[src/verilog/sys_io_pkg.sv]
/*
 * System I/O shared definitions
 * Host channel command codes, widths, debounce timing and the
 * packed types passed between the register block, the LED
 * combiner, the audio mixer and the button debouncer.
 */

package sys_io_pkg;

	////////////////////////////////////////////////////////////
	// Host channel
	////////////////////////////////////////////////////////////

	localparam int DATA_W = 16;
	localparam int CMD_W  = 8;

	// Command codes, low byte of the first word
	localparam logic [CMD_W-1:0] CMD_LED = 8'h25;
	localparam logic [CMD_W-1:0] CMD_VOL = 8'h26;

	////////////////////////////////////////////////////////////
	// Buttons
	////////////////////////////////////////////////////////////

	// Clocks between samples, short for simulation
	localparam int DEBOUNCE_TICK = 100;
	localparam int DEBOUNCE_LEN  = 8;

	////////////////////////////////////////////////////////////
	// Types
	////////////////////////////////////////////////////////////

	typedef logic signed [DATA_W-1:0] sample_t;

	// Stereo cross-mix mode, 0 is no mixing
	typedef logic [1:0] mix_t;

	// Bit 4 mutes, bits 3:0 are the shift count
	typedef logic [4:0] att_t;

	typedef struct packed {
		logic [7:0] overtake;
		logic [7:0] state;
	} led_cfg_t;

	// Power is {override, value}
	typedef struct packed {
		logic       user;
		logic       disk;
		logic [1:0] power;
	} core_leds_t;

	typedef struct packed {
		logic user;
		logic osd;
	} btn_state_t;

endpackage

[src/verilog/hps_cmd_regs.sv]
/*
 * Host command register block
 * Decodes strobed words from the host channel. The first word
 * after select is the command, later words are its data. Holds
 * the LED overtake/state bytes and the volume attenuation.
 */

`timescale 1ns/1ns

module hps_cmd_regs (
	input  logic                          clk,
	input  logic                          resetd,
	input  logic                          i_io_uio,
	input  logic                          i_io_strobe,
	input  logic [sys_io_pkg::DATA_W-1:0] i_io_din,
	output sys_io_pkg::led_cfg_t          o_led_cfg,
	output sys_io_pkg::att_t              o_vol_att
);

	logic                          uio_q;
	logic                          strobe_q;
	logic                          strobe_prev;
	logic [sys_io_pkg::DATA_W-1:0] din_q;
	logic                          strobe_rise;
	logic                          has_cmd;
	logic [sys_io_pkg::CMD_W-1:0]  cmd;

	////////////////////////////////////////////////////////////
	// Input capture and edge detect
	////////////////////////////////////////////////////////////

	always_ff @(posedge clk) begin
		if (resetd) begin
			uio_q       <= 1'b0;
			strobe_q    <= 1'b0;
			strobe_prev <= 1'b0;
		end else begin
			uio_q       <= i_io_uio;
			strobe_q    <= i_io_strobe;
			strobe_prev <= strobe_q;
		end
	end

	// Data word travels with its strobe
	always_ff @(posedge clk) begin
		din_q <= i_io_din;
	end

	assign strobe_rise = strobe_q & ~strobe_prev;

	////////////////////////////////////////////////////////////
	// Command decode and register writes
	////////////////////////////////////////////////////////////

	always_ff @(posedge clk) begin
		if (resetd) begin
			has_cmd   <= 1'b0;
			cmd       <= '0;
			o_led_cfg <= '0;
			o_vol_att <= '0;
		end else if (!uio_q) begin
			// Deselect forgets the command
			has_cmd <= 1'b0;
			cmd     <= '0;
		end else if (strobe_rise) begin
			if (!has_cmd) begin
				has_cmd <= 1'b1;
				cmd     <= din_q[sys_io_pkg::CMD_W-1:0];
			end else begin
				case (cmd)
					sys_io_pkg::CMD_LED: o_led_cfg <= din_q;
					sys_io_pkg::CMD_VOL: o_vol_att <= din_q[4:0];
					default: ;
				endcase
			end
		end
	end

	// Settings only move under a command latched on an earlier word
	a_write_needs_cmd: assert property (
		@(posedge clk) disable iff (resetd)
		($changed(o_led_cfg) || $changed(o_vol_att)) |-> $past(has_cmd)
	);

endmodule

[src/verilog/button_debounce.sv]
/*
 * Button debouncer
 * Samples the user and OSD keys on a slow tick into shift
 * windows. A flag sets on a full window and clears on an empty one.
 */

`timescale 1ns/1ns

module button_debounce (
	input  logic                   clk,
	input  logic                   resetd,
	input  logic                   i_key_user_n,
	input  logic                   i_key_osd_n,
	input  logic                   i_core_osd,
	output sys_io_pkg::btn_state_t o_buttons
);

	localparam int TICK_W = $clog2(sys_io_pkg::DEBOUNCE_TICK);

	logic [TICK_W-1:0]                   tick_cnt;
	logic                                tick;
	logic [1:0]                          pressed;
	logic [sys_io_pkg::DEBOUNCE_LEN-1:0] win [2];
	logic [1:0]                          flag;

	// Tick divider
	always_ff @(posedge clk) begin
		if (resetd || tick) begin
			tick_cnt <= '0;
		end else begin
			tick_cnt <= tick_cnt + 1'b1;
		end
	end

	assign tick = (tick_cnt == TICK_W'(sys_io_pkg::DEBOUNCE_TICK - 1));

	// Keys are active low, core can also request OSD
	always_ff @(posedge clk) begin
		if (resetd) begin
			pressed <= '0;
		end else begin
			pressed[1] <= ~i_key_user_n;
			pressed[0] <= ~i_key_osd_n | i_core_osd;
		end
	end

	always_ff @(posedge clk) begin
		if (resetd) begin
			win[0] <= '0;
			win[1] <= '0;
			flag   <= '0;
		end else if (tick) begin
			for (int i = 0; i < 2; i++) begin
				win[i] <= {win[i][sys_io_pkg::DEBOUNCE_LEN-2:0], pressed[i]};
				if (&win[i])
					flag[i] <= 1'b1;
				if (~|win[i])
					flag[i] <= 1'b0;
			end
		end
	end

	assign o_buttons.user = flag[1];
	assign o_buttons.osd  = flag[0];

	a_tick_in_range: assert property (
		@(posedge clk) disable iff (resetd)
		tick_cnt < TICK_W'(sys_io_pkg::DEBOUNCE_TICK)
	);

endmodule

[src/verilog/status_leds.sv]
/*
 * Board LED combiner
 * Builds the default pattern from core LED requests and lets
 * the host take over any bit with its overtake/state bytes.
 */

`timescale 1ns/1ns

module status_leds (
	input  logic                   clk,
	input  logic                   resetd,
	input  sys_io_pkg::core_leds_t i_core_leds,
	input  sys_io_pkg::led_cfg_t   i_led_cfg,
	output logic [7:0]             o_led
);

	logic       led_pwr;
	logic [7:0] dflt;

	// Power is on unless overridden off
	assign led_pwr = ~i_core_leds.power[1] | i_core_leds.power[0];

	// Bit 6 was the PLL lock, reads zero here
	assign dflt = {3'b000, led_pwr, 1'b0, i_core_leds.disk, 1'b0, i_core_leds.user};

	always_ff @(posedge clk) begin
		if (resetd) begin
			o_led <= '0;
		end else begin
			o_led <= (i_led_cfg.overtake & i_led_cfg.state) |
			         (~i_led_cfg.overtake & dflt);
		end
	end

endmodule

[src/verilog/audio_mix_channel.sv]
/*
 * Audio mixer channel
 * Settles the core sample, adds host audio, applies stereo
 * cross-mix with the other channel, attenuates and clamps.
 */

`timescale 1ns/1ns

module audio_mix_channel (
	input  logic                clk,
	input  logic                resetd,
	input  sys_io_pkg::sample_t i_core,
	input  sys_io_pkg::sample_t i_host,
	input  sys_io_pkg::sample_t i_pre,
	input  sys_io_pkg::mix_t    i_mix,
	input  logic                i_is_signed,
	input  sys_io_pkg::att_t    i_att,
	output sys_io_pkg::sample_t o_pre,
	output sys_io_pkg::sample_t o_out
);

	sys_io_pkg::sample_t d1;
	sys_io_pkg::sample_t d2;
	sys_io_pkg::sample_t d3;
	sys_io_pkg::sample_t ca;
	logic signed [16:0]  a1;
	logic signed [16:0]  a2;
	logic signed [16:0]  a3;
	logic signed [16:0]  a4;

	////////////////////////////////////////////////////////////
	// Settle filter
	////////////////////////////////////////////////////////////

	// Only take a sample that held steady, drops glitchy updates
	always_ff @(posedge clk) begin
		if (resetd) begin
			d1 <= '0;
			d2 <= '0;
			d3 <= '0;
			ca <= '0;
		end else begin
			d1 <= i_core;
			d2 <= d1;
			d3 <= d2;
			if (d2 == d3)
				ca <= d2;
		end
	end

	////////////////////////////////////////////////////////////
	// Sum, cross-mix, attenuate, clamp
	////////////////////////////////////////////////////////////

	always_ff @(posedge clk) begin
		if (resetd) begin
			a1    <= '0;
			a2    <= '0;
			a3    <= '0;
			a4    <= '0;
			o_pre <= '0;
			o_out <= '0;
		end else begin
			// Unsigned samples are halved to fit the signed range
			a1 <= i_is_signed ? {ca[15], ca} : {2'b00, ca[15:1]};
			a2 <= a1 + {i_host[15], i_host};

			o_pre <= a2[16:1];

			case (i_mix)
				2'd0: a3 <= a2;
				2'd1: a3 <= a2 - (a2 >>> 3) + (i_pre >>> 2);
				2'd2: a3 <= a2 - (a2 >>> 2) + (i_pre >>> 1);
				2'd3: a3 <= (a2 >>> 1) + i_pre;
			endcase

			if (i_att[4])
				a4 <= '0;
			else
				a4 <= a3 >>> i_att[3:0];

			// Saturate when bits 16 and 15 disagree
			if (a4[16] != a4[15])
				o_out <= {a4[16], {15{a4[15]}}};
			else
				o_out <= a4[15:0];
		end
	end

	a_mute_silences: assert property (
		@(posedge clk) disable iff (resetd)
		i_att[4] [*3] |-> (o_out == '0)
	);

endmodule

[src/verilog/sys_io_top.sv]
/*
 * System I/O top level
 * Host command registers beside the board LED combiner, the
 * stereo audio mixer and the button debouncer.
 */

`timescale 1ns/1ns

module sys_io_top (
	input  logic                          clk,
	input  logic                          resetd,
	input  logic                          i_io_uio,
	input  logic                          i_io_strobe,
	input  logic [sys_io_pkg::DATA_W-1:0] i_io_din,
	input  sys_io_pkg::core_leds_t        i_core_leds,
	input  logic                          i_key_user_n,
	input  logic                          i_key_osd_n,
	input  logic                          i_core_osd,
	input  sys_io_pkg::sample_t           i_core_l,
	input  sys_io_pkg::sample_t           i_core_r,
	input  sys_io_pkg::sample_t           i_host_l,
	input  sys_io_pkg::sample_t           i_host_r,
	input  sys_io_pkg::mix_t              i_mix,
	input  logic                          i_is_signed,
	output logic [7:0]                    o_led,
	output sys_io_pkg::btn_state_t        o_buttons,
	output sys_io_pkg::sample_t           o_audio_l,
	output sys_io_pkg::sample_t           o_audio_r
);

	sys_io_pkg::led_cfg_t led_cfg;
	sys_io_pkg::att_t     vol_att;
	sys_io_pkg::sample_t  pre_l;
	sys_io_pkg::sample_t  pre_r;

	hps_cmd_regs u_hps_cmd_regs (
		.clk         (clk),
		.resetd      (resetd),
		.i_io_uio    (i_io_uio),
		.i_io_strobe (i_io_strobe),
		.i_io_din    (i_io_din),
		.o_led_cfg   (led_cfg),
		.o_vol_att   (vol_att)
	);

	status_leds u_status_leds (
		.clk         (clk),
		.resetd      (resetd),
		.i_core_leds (i_core_leds),
		.i_led_cfg   (led_cfg),
		.o_led       (o_led)
	);

	button_debounce u_button_debounce (
		.clk          (clk),
		.resetd       (resetd),
		.i_key_user_n (i_key_user_n),
		.i_key_osd_n  (i_key_osd_n),
		.i_core_osd   (i_core_osd),
		.o_buttons    (o_buttons)
	);

	////////////////////////////////////////////////////////////
	// Audio, pre values cross over between channels
	////////////////////////////////////////////////////////////

	audio_mix_channel u_mix_l (
		.clk         (clk),
		.resetd      (resetd),
		.i_core      (i_core_l),
		.i_host      (i_host_l),
		.i_pre       (pre_r),
		.i_mix       (i_mix),
		.i_is_signed (i_is_signed),
		.i_att       (vol_att),
		.o_pre       (pre_l),
		.o_out       (o_audio_l)
	);

	audio_mix_channel u_mix_r (
		.clk         (clk),
		.resetd      (resetd),
		.i_core      (i_core_r),
		.i_host      (i_host_r),
		.i_pre       (pre_l),
		.i_mix       (i_mix),
		.i_is_signed (i_is_signed),
		.i_att       (vol_att),
		.o_pre       (pre_r),
		.o_out       (o_audio_r)
	);

endmodule

[config.mk]
export PLATFORM = sky130hd
export DESIGN_NAME = sys_io_top
export DESIGN_NICKNAME = d
export VERILOG_FILES = /design/src/verilog/sys_io_pkg.sv /design/src/verilog/hps_cmd_regs.sv /design/src/verilog/button_debounce.sv /design/src/verilog/status_leds.sv /design/src/verilog/audio_mix_channel.sv /design/src/verilog/sys_io_top.sv
export SDC_FILE = /design/constraint.sdc
export NUM_CORES = 1
export LEC_CHECK = 0
export ABC_AREA = 1
export BUFFER_PORTS_ARGS = -buffer_cell sky130_fd_sc_hd__clkbuf_2
export CAP_MARGIN = 0
export CORE_ASPECT_RATIO = 1.25
export CORE_UTILIZATION = 35
export CTS_CLUSTER_SIZE = 40
export DETAILED_ROUTE_END_ITERATION = 6
export GPL_ROUTABILITY_DRIVEN = 0
export MAX_ROUTING_LAYER = met4
export PLACE_DENSITY = 0.58
export SKIP_CTS_REPAIR_TIMING = 1
export SYNTH_ARGS = -nofsm -noshare
export SYNTH_HDL_FRONTEND = slang
export SYNTH_SLANG_ARGS = --single-unit
[constraint.sdc]
create_clock -name clk -period 3 [get_ports clk]
set_input_delay 0.6 -clock clk [delete_from_list [all_inputs] [get_ports clk]]
set_output_delay 0.6 -clock clk [all_outputs]
set_load 0.005 [all_outputs]
# Yosys cells after proc, flatten, opt, wreduce, memory -nomap -nowiden
# Memories as Yosys holds them, arrays and structs flattened.
# Index checks and enable logic that the tools add are counted.
dict set report word_totals {
  ff_bits 394
  latchBits 0
  mem_bits_rw 16
  mem_bits_ro 0
  in_bits 94
  word_cells 111
  mem_count 1
}
dict set report classes {
  n_addsub 13
  multipliers 0
  div 0
  magnitude_cmp 0
  eq_ne 12
  shifts 2
  mux 17
  bitwise_logic 16
  reduce_logical 14
}
# memory depth word_bits read_ports rd_clocked_by_memory_dff write_ports line_no
set memory_table {}
lappend memory_table {u_button_debounce.win 2 8 2 0 2 button_debounce.sv:23} ;# logic [sys_io_pkg::DEBOUNCE_LEN-1:0] win [2];
# cell count
set op_table {}
lappend op_table {{one-hot mux 17 bit (4 select lines)} 2}
lappend op_table {{adder 16 x 16 -> 17 bit} 4}
lappend op_table {{adder 17 x 14 -> 17 bit} 2}
lappend op_table {{adder 17 x 15 -> 17 bit} 2}
lappend op_table {{>>> shifter 17 x 4 -> 17 bit} 2}
lappend op_table {{subtractor 17 x 14 -> 17 bit} 2}
lappend op_table {{subtractor 17 x 15 -> 17 bit} 2}
lappend op_table {{== test 16 bit} 2}
lappend op_table {{2-to-1 mux 16 bit} 2}
lappend op_table {{2-to-1 mux 15 bit} 2}
lappend op_table {{== test 8 x 6 -> 1 bit (second input constant)} 2}
lappend op_table {{2-to-1 mux 8 bit} 2}
lappend op_table {{AND reduction 8 bit} 2}
lappend op_table {{OR reduction 8 bit} 2}
lappend op_table {{2-to-1 mux 1 bit} 9}
lappend op_table {{AND 8 x 5 -> 8 bit} 1}
lappend op_table {{AND 8 bit} 1}
lappend op_table {{inverter 8 bit} 1}
lappend op_table {{bitwise OR 8 bit} 1}
lappend op_table {{AND reduction 4 bit} 2}
lappend op_table {{adder 7 x 1 -> 7 bit (second input constant)} 1}
lappend op_table {{== test 7 bit (second input constant)} 1}
lappend op_table {{inverter 1 bit} 7}
lappend op_table {{AND reduction 2 bit} 3}
lappend op_table {{other kinds (9)} 17}

# Logic depth before layout (Yosys ltp)
# Gate-level depths: netlist (run 1).
dict set report depth {
  word_depth 5
  depth_mapped 18
  mapped_depth_nobuf 18
}

# Modules after synthesis
# From an unflattened synthesis (run 1), not the netlist that was laid out.
dict set report unflattened {
  cells_unflattened 3487
  hier_area_um2 24197.0
}
# mod n_inst cells_each area_each_um2 seq_area_each_um2
set by_module_without_submodules {}
lappend by_module_without_submodules {{audio_mix_channel (u_mix_r)} 1 1543 10476.3 3263.1}
lappend by_module_without_submodules {{audio_mix_channel (u_mix_l)} 1 1564 10450.0 3263.1}
lappend by_module_without_submodules {hps_cmd_regs 1 204 1731.7 980.9}
lappend by_module_without_submodules {button_debounce 1 142 1278.7 700.7}
lappend by_module_without_submodules {status_leds 1 34 260.2 160.2}

# Worst setup path after synthesis (run 1)
# Ideal clock, no wire load.
dict set report synth_path {
  path_kind {register -> register}
  start {register u_mix_r.a2[3]}
  end {register u_mix_r.a3[8]}
  setup_ps 115
  t_arrival_ps 2309
  required_time_ps 2885
  slack_ps 577
  stages_incl_launch_ff 12
  n_path_buf 0
  synth_period_minus_slack_ps 2423
  cell_sequence {dfxtp_1 > inv_1 > fa_1 > inv_1 > ha_1 > or2_2 > nand3_1 > nand2_1 > or2_2 > nand3_1 > nand4_1 > o21a_1}
}
dict set report synth_between {
  elab_chain_len 3
  word_cells_on_any_way 6
  cone_classes {add/sub: 5; mux: 1}
}
# element line_no
set synth_rtl {}
lappend synth_rtl {{start: declaration} audio_mix_channel.sv:27} ;# logic signed [16:0] a2;
lappend synth_rtl {{start signal: assignment} audio_mix_channel.sv:66} ;# a2 <= a1 + {i_host[15], i_host};
lappend synth_rtl {{subtractor 17 x 15 -> 17 bit / subtractor 17 x 14 -> 17 bit (equally long branches)} {audio_mix_channel.sv:73, audio_mix_channel.sv:72}}
lappend synth_rtl {{adder 17 x 15 -> 17 bit / adder 17 x 14 -> 17 bit (equally long branches)} {audio_mix_channel.sv:73, audio_mix_channel.sv:72}}
lappend synth_rtl {{one-hot mux 17 bit (4 select lines) *} audio_mix_channel.sv:70} ;# case (i_mix)
lappend synth_rtl {{end signal: assignment} audio_mix_channel.sv:72} ;# 2'd1: a3 <= a2 - (a2 >>> 3) + (i_pre >>> 2);
lappend synth_rtl {{end signal: assignment} audio_mix_channel.sv:73} ;# 2'd2: a3 <= a2 - (a2 >>> 2) + (i_pre >>> 1);
lappend synth_rtl {{end signal: assignment} audio_mix_channel.sv:74} ;# 2'd3: a3 <= (a2 >>> 1) + i_pre;
lappend synth_rtl {{end: declaration} audio_mix_channel.sv:28} ;# logic signed [16:0] a3;
# Mark *: on every way between the ends. The rest lies on a longest branch, timed or not.
# A chain may end at the register's enable or synchronous reset.

# Worst setup path in the final report (run 1)
dict set report layout_path {
  start {register u_mix_l.a2[4]}
  end {register u_mix_l.a3[11]}
}
dict set report layout_between {
  elab_chain_len 3
  word_cells_on_any_way 6
  cone_classes {add/sub: 5; mux: 1}
}
# element line_no
set layout_rtl {}
lappend layout_rtl {{start: declaration} audio_mix_channel.sv:27}
lappend layout_rtl {{start signal: assignment} audio_mix_channel.sv:66}
lappend layout_rtl {{subtractor 17 x 15 -> 17 bit / subtractor 17 x 14 -> 17 bit (equally long branches)} {audio_mix_channel.sv:73, audio_mix_channel.sv:72}}
lappend layout_rtl {{adder 17 x 15 -> 17 bit / adder 17 x 14 -> 17 bit (equally long branches)} {audio_mix_channel.sv:73, audio_mix_channel.sv:72}}
lappend layout_rtl {{one-hot mux 17 bit (4 select lines) *} audio_mix_channel.sv:70}
lappend layout_rtl {{end signal: assignment} audio_mix_channel.sv:72}
lappend layout_rtl {{end signal: assignment} audio_mix_channel.sv:73}
lappend layout_rtl {{end signal: assignment} audio_mix_channel.sv:74}
lappend layout_rtl {{end: declaration} audio_mix_channel.sv:28}
# Marked as above.

==> results.cfg, run 1 <==
[setup_path]
crit_chain = inv_1 > fa_1 > inv_1 > ha_1 > a21oi_1 > nor2_1 > o21ai_0 > nand3_1 > nand2_1 > nand3_1 > nand2_1 > nor2_1 > nor2_1
required_ns = 3.51
arrival_ns = 3.32
cp_max_fo = 6
start_kind = flip-flop
path_class = reg2reg
slowest_stage = fa_1
critical-path-max-stage-delay_ns = 0.54
endpoint_kind = flip-flop
crit_top_cell = nor2_1

[clocking]
cts_inserted_buffers = 45
h-tree-depth = 2
cts_sinks = 410
cts_max_path_buffers = 3
clk_pin_slew_ns = 0.06
root_buffer = clkbuf_16
clk_latency_ns = 0.60
cts_tree = done

[timing]
fin_crit_sh = 0.934
maxSlewHeadroom = 0.301
setup_viol_count_final = 0
period_minus_slack_ns = 2.80
worstMarginPinSlew_ns = 1.05
setup_tns_ns = 0
holdWs_ns = 0.108
rsz0062_at_grt = false
finalMaxSlewViolations = 0
max_freq_ghz = 0.357
finalHoldViolations = 0
finClkSkew_ns = 0.0376

[yosys]
synth_nets = 3639
synth_xor_area_frac = 0.0128
avgSynthCellArea_um2 = 7.00
netlist-cell-type-count = 51
synth_area_um2 = 23300
synth-async-reset-ratio = 0
synth_ff_type = dfxtp_1
ys.warnings.count = 0
synth_edf_count = 16
yosysSeqAreaShare = 0.359
synth_top_family_by_area = simple AND/OR/NAND/NOR gates
synth_seq_cells = 410
yosys.area_share.simple = 0.260
synth_fa_ha_area_frac = 0.135
synth_mux_area_frac = 0.00215
synth-compound-area-share = 0.121
synthCells = 3332

[die]
initial_core_util = 0.355
die_h_um = 291
dieWidth_um = 233
ioPinCount = 136
coreArea_um2 = 65700
die_area_um2 = 67600
row_count = 105

[run]
maxCapViolCount = 0

[placed_design]
io_buffers = 135
hpwl_mm = 49.6
dp_cells = 4268

[routing]
vias_per_cell = 4.71
ant_nets = 0
drt_drc_violations_left = 0
wl_mm = 63.2
vias = 20500
drt_pre_antenna_iters = 6
drtIter0Drc = 1298
wl_per_cell_um = 14.5

[global_route]
grt_max_degree = 115
antenna_found_initial = 0
grt_pass1_wl_mm = 101
grt_usage = 0.193
grt-ovfl-total = 0
grt_pass1_vias = 19500

[cells_and_area]
layout.cells.non_filler = 4350
diodes = 0
final_cell_mix = nand2_1 (692), inv_1 (571), nor2_1 (455)
nNetsFinal = 3766
n_fill_cell = 7020
final_layout_size_suffix_gt1_frac = 0.0836
synthToLayoutAreaGrowth_pct = 13.9
layout_commonest_cell = nand2_1

[power_and_ir_drop]
vdd_ir_drop_max_mv = 0.466
p_sw_frac = 0.351
powerDensity_nw_per_um2 = 633
p_int_w = 0.0109
power_frac_comb = 0.298
p_leak_nw = 13.1
p_sw_w = 0.00590
clkPwrFrac = 0.338
power_frac_seq = 0.365

[status]
status = finished, final reports clean

[worst_hold_path]
hold_class = in2reg
[through the flow]
step	setup slack (ns)	total power, W	area [um2]	utilization
2_1_floorplan	0.577	0.00977	23300	-
3_3_place_gp	0.136	0.0112	25000	0.380
3_5_place_dp	0.153	0.0112	25000	0.380
4_1_cts	0.0956	0.0169	26500	0.404
5_1_grt	0.00127	0.0179	26500	0.404
6_report	0.197	0.0168	26500	0.404
[final timing paths]
kind                                      end  slack (ns)  depth (start not counted)                       from
min          u_hps_cmd_regs.din_q[15]$_DFF_P_        0.11                          1               i_io_din[15]
max                 u_mix_l.a3[11]$_SDFF_PP0_        0.20                         13   u_mix_l.a2[4]$_SDFF_PP0_
min reg2reg         u_mix_l.d2[10]$_SDFF_PP0_        0.39                          2  u_mix_l.d1[10]$_SDFF_PP0_
max reg2reg         u_mix_l.a3[11]$_SDFF_PP0_        0.20                         13   u_mix_l.a2[4]$_SDFF_PP0_
[logic make-up (layout without fill, tap and decap cells)]
family	count (synthesis)	count (layout)
xor gates and xnor gates	34	34
buffers and inverters	674	836
DFF	410	410
and+or+nand+nor	1466	1466
muxes	5	5
AOI/OAI and AO/OA	530	530
adders and majority gates	213	213
[routing by layer]
layer / up-vias / global-route usage / wire, um
met1: 9207 / 0.239 / 28400
li1: 10700 / - / -
met2: 469 / 0.323 / 30100
met5: - / - / 0
met3: 105 / 0.0258 / 2760
met4: 0 / 0.0609 / 1920
[layout make-up]
| cell class | instances | area [um2] | share of cell area |
|---|---|---|---|
| inverters | 577 | 2170 | 0.0817 |
| well taps | 856 | 1070 | 0.0404 |
| repair buffers | 177 | 1020 | 0.0385 |
| multi-input cells | 2248 | 12400 | 0.466 |
| clock inverters | 22 | 279 | 0.0105 |
| flip-flops and latches | 410 | 8370 | 0.315 |
| clock buffers | 60 | 1260 | 0.0476 |
[power groups by stage]
stage	combinational [W]	sequential [W]	clock [W]
final	0.00500	0.00613	0.00567
after global routing	0.00574	0.00616	0.00604
after CTS	0.00496	0.00612	0.00584
after detailed placement	0.00493	0.00624	0
after global placement	0.00491	0.00624	0
after floorplan	0.00363	0.00615	0
[worst max-delay path, delay by kind of cell, from the launching register on]
family,cells,cell delay (ns)
fa+ha+maj,2,0.89
simple gates,7,0.61
compound gates,2,0.52
flops,1,0.48
buf+inv,2,0.24
[Yosys cell counts (2+ instances only)]
cell | count | area [um2]
clkinv_1 | 3 | 11.3
fa_1 | 64 | 1280
a21oi_1 | 259 | 1300
nor3_1 | 40 | 200
nand2_1 | 693 | 2600
nand3b_1 | 14 | 105
a41oi_1 | 4 | 35.0
inv_1 | 572 | 2150
and3_1 | 4 | 25.0
xnor2_1 | 29 | 254
nor3b_1 | 5 | 37.5
edfxtp_1 | 16 | 480
xor2_1 | 5 | 43.8
a31oi_1 | 15 | 93.8
nor2_1 | 456 | 1710
clkbuf_1 | 63 | 236
buf_2 | 20 | 100
buf_4 | 3 | 22.5
o21a_1 | 4 | 30.0
nand3_1 | 185 | 926
a221oi_1 | 3 | 26.3
o21ai_0 | 206 | 1030
a21o_1 | 7 | 52.6
buf_6 | 2 | 22.5
o21ai_1 | 4 | 20.0
o211ai_1 | 2 | 15.0
nor4_2 | 2 | 25.0
nand4_1 | 22 | 138
or2_2 | 25 | 156
and2_1 | 8 | 50.1
or2_0 | 2 | 12.5
buf_1 | 8 | 30.0
o21bai_1 | 9 | 67.6
dfxtp_1 | 394 | 7890
ha_1 | 149 | 1860
nor4_1 | 5 | 31.3
a211oi_1 | 5 | 37.5
o21bai_2 | 2 | 22.5
or2_1 | 2 | 12.5
mux2i_1 | 5 | 50.1
a21boi_0 | 6 | 45.0
[registers in the layout, indices dropped and copies added (netlist names), 17 cells and up]
| register | count |
|---|---|
| u_mix_l.a3 | 17 |
| u_mix_l.a4 | 17 |
| u_mix_r.a4 | 17 |
| u_mix_r.a3 | 17 |
| u_mix_r.a2 | 17 |
| u_mix_l.a2 | 17 |
No activity file was read; power rests on OpenSTA's default activity.
==> run 2: changes to the inputs <==
--- a/config.mk
+++ b/config.mk
@@ -8,13 +8,15 @@
 export ABC_AREA = 1
 export BUFFER_PORTS_ARGS = -buffer_cell sky130_fd_sc_hd__clkbuf_2
 export CAP_MARGIN = 0
+export CELL_PAD_IN_SITES_DETAIL_PLACEMENT = 0
+export CELL_PAD_IN_SITES_GLOBAL_PLACEMENT = 1
 export CORE_ASPECT_RATIO = 1.25
 export CORE_UTILIZATION = 35
 export CTS_CLUSTER_SIZE = 40
 export DETAILED_ROUTE_END_ITERATION = 6
 export GPL_ROUTABILITY_DRIVEN = 0
 export MAX_ROUTING_LAYER = met4
-export PLACE_DENSITY = 0.58
+export PLACE_DENSITY = 0.72
 export SKIP_CTS_REPAIR_TIMING = 1
 export SYNTH_ARGS = -nofsm -noshare
 export SYNTH_HDL_FRONTEND = slang
==> results.cfg, run 2 (synthesis gave the netlist of run 1 again) <==
[setup_path]
arrival_ns = 3.25
regToRegStartpoint = u_mix_r.a2[3]$_SDFF_PP0_
start_kind = flip-flop
r2r_end = u_mix_r.a3[8]$_SDFF_PP0_
endpoint_kind = flip-flop
cp_max_fo = 5
critPathLaunch = u_mix_r.a2[3]$_SDFF_PP0_
ff2ff_setup_slack_ns = 0.23
worstRegToRegCells = 12
path_class = reg2reg
cp-endpoint = u_mix_r.a3[8]$_SDFF_PP0_
required_ns = 3.48

[timing]
finClkSkew_ns = 0.0204
max_freq_ghz = 0.361
finalHoldViolations = 0
fin_crit_sh = 0.923
setup_viol_count_final = 0
finalMaxSlewViolations = 0
period_minus_slack_ns = 2.77
maxSlewHeadroom = 0.298
setup_slack_ns = 0.230
worstMarginPinSlew_ns = 1.05
setup_tns_ns = 0
rsz0062_at_grt = false

[cells_and_area]
final_cell_mix = nand2_1 (693), inv_1 (570), nor2_1 (455)
regArea_um2 = 8370
multi_input_area_um2 = 12400
n_fill_cell = 7132
final_layout_size_suffix_gt1_frac = 0.0883
layout_commonest_cell = nand2_1
layout.cells.non_filler = 4368
nNetsFinal = 3787
synthToLayoutAreaGrowth_pct = 14.6
stdcell_area_um2 = 26700

[clocking]
cts_tree = done
cts_inserted_buffers = 44
cts_sinks = 410
clk_pin_slew_ns = 0.06
h-tree-depth = 2
clk_latency_ns = 0.60
cts_max_path_buffers = 3
root_buffer = clkbuf_16

[die]
row_count = 105
ioPinCount = 136
coreArea_um2 = 65700
die_area_um2 = 67600
initial_core_util = 0.355
die_h_um = 291
dieWidth_um = 233

[worst_hold_path]
hold_class = in2reg

[routing]
ant_nets = 0
vias = 20400
drt_drc_violations_left = 0
wl_per_cell_um = 15.0
drtIter0Drc = 1019
wl_mm = 65.4
drt_pre_antenna_iters = 6
vias_per_cell = 4.68

[global_route]
grt_pass1_wl_mm = 105
grt_pass1_vias = 19900
grt-ovfl-total = 0
grt_usage = 0.203
antenna_found_initial = 2
grt_max_degree = 102

[placed_design]
place_area_um2 = 25200
pre_cts_slack_ns = 0.210
dp_cells = 4290
io_buffers = 135
hpwl_mm = 52.5

[run]
maxCapViolCount = 0

[power_and_ir_drop]
p_leak_nw = 13.3
vdd_ir_drop_max_mv = 0.503
powerDensity_nw_per_um2 = 631

[status]
status = finished, final reports clean
run 2: changes by cell type in the layout (fill, tap and decap cells not counted), moves of 2 or more:
cell and delta:
clkinvlp_4 -5, buf_4 +20, inv_6 +3, clkinv_2 -2
buf_12 +2, clkbuf_8 +3
run 2: where the power goes:
| part | total (W) | leakage, nW | internal (W) | switching, W |
|---|---|---|---|---|
| Sequential | 0.00612 | 3.41 | 0.00586 | 0.000257 |
| Clock | 0.00561 | 0.737 | 0.00327 | 0.00234 |
| Combinational | 0.00511 | 9.11 | 0.00184 | 0.00327 |
| Total | 0.0168 | 13.3 | 0.0110 | 0.00587 |
run 2: final cells by class:
cell class / count / area share
Clock inverter: 16 / 0.00890
Clock buffer: 61 / 0.0478
Inverter: 577 / 0.0812
Sequential cell: 410 / 0.313
Antenna cell: 1 / 0.0000937
Tap cell: 856 / 0.0401
Timing Repair Buffer: 199 / 0.0454
Multi-Input combinational cell: 2248 / 0.463
run 2: worst min-delay path by stage:
stage | start | end | slack (ns) | cells past startpoint
6_report | i_io_din[9] | u_hps_cmd_regs.din_q[9]$_DFF_P_ | 0.10 | 1
5_1_grt | i_io_din[9] | u_hps_cmd_regs.din_q[9]$_DFF_P_ | 0.07 | 1
4_1_cts | i_io_din[13] | u_hps_cmd_regs.din_q[13]$_DFF_P_ | 0.07 | 1
3_5_place_dp | u_mix_r.d1[5]$_SDFF_PP0_ | u_mix_r.d2[5]$_SDFF_PP0_ | 0.39 | 2
3_3_place_gp | u_mix_l.d1[0]$_SDFF_PP0_ | u_mix_l.d2[0]$_SDFF_PP0_ | 0.39 | 2
2_1_floorplan | u_mix_l.d1[0]$_SDFF_PP0_ | u_mix_l.d2[0]$_SDFF_PP0_ | 0.39 | 2
run 2: per-stage QoR:
stage	power [W]	hold slack, ns	util
2_1_floorplan	0.00977	0.388	-
3_3_place_gp	0.0113	0.389	0.383
3_5_place_dp	0.0113	0.392	0.383
4_1_cts	0.0170	0.0653	0.406
5_1_grt	0.0181	0.0720	0.406
6_report	0.0168	0.102	0.406
run 2: critical path, cell delays in order, from the launching register on:
cell and delay (ns):
dfxtp_1 0.39, inv_1 0.10, fa_1 0.51, inv_1 0.04, ha_1 0.30, buf_4 0.16
or2_2 0.30, nand3_1 0.09, nand2_1 0.15, or2_2 0.31, nand3_1 0.10, nand4_1 0.10
o21a_1 0.13
run 2: per-layer routing:
layer	part of all wire	vias to the layer above	GRT usage
li1	-	10700	-
met1	0.44	9208	0.242
met2	0.49	391	0.351
met3	0.040	100	0.0259
met4	0.031	0	0.0623
met5	0	-	-
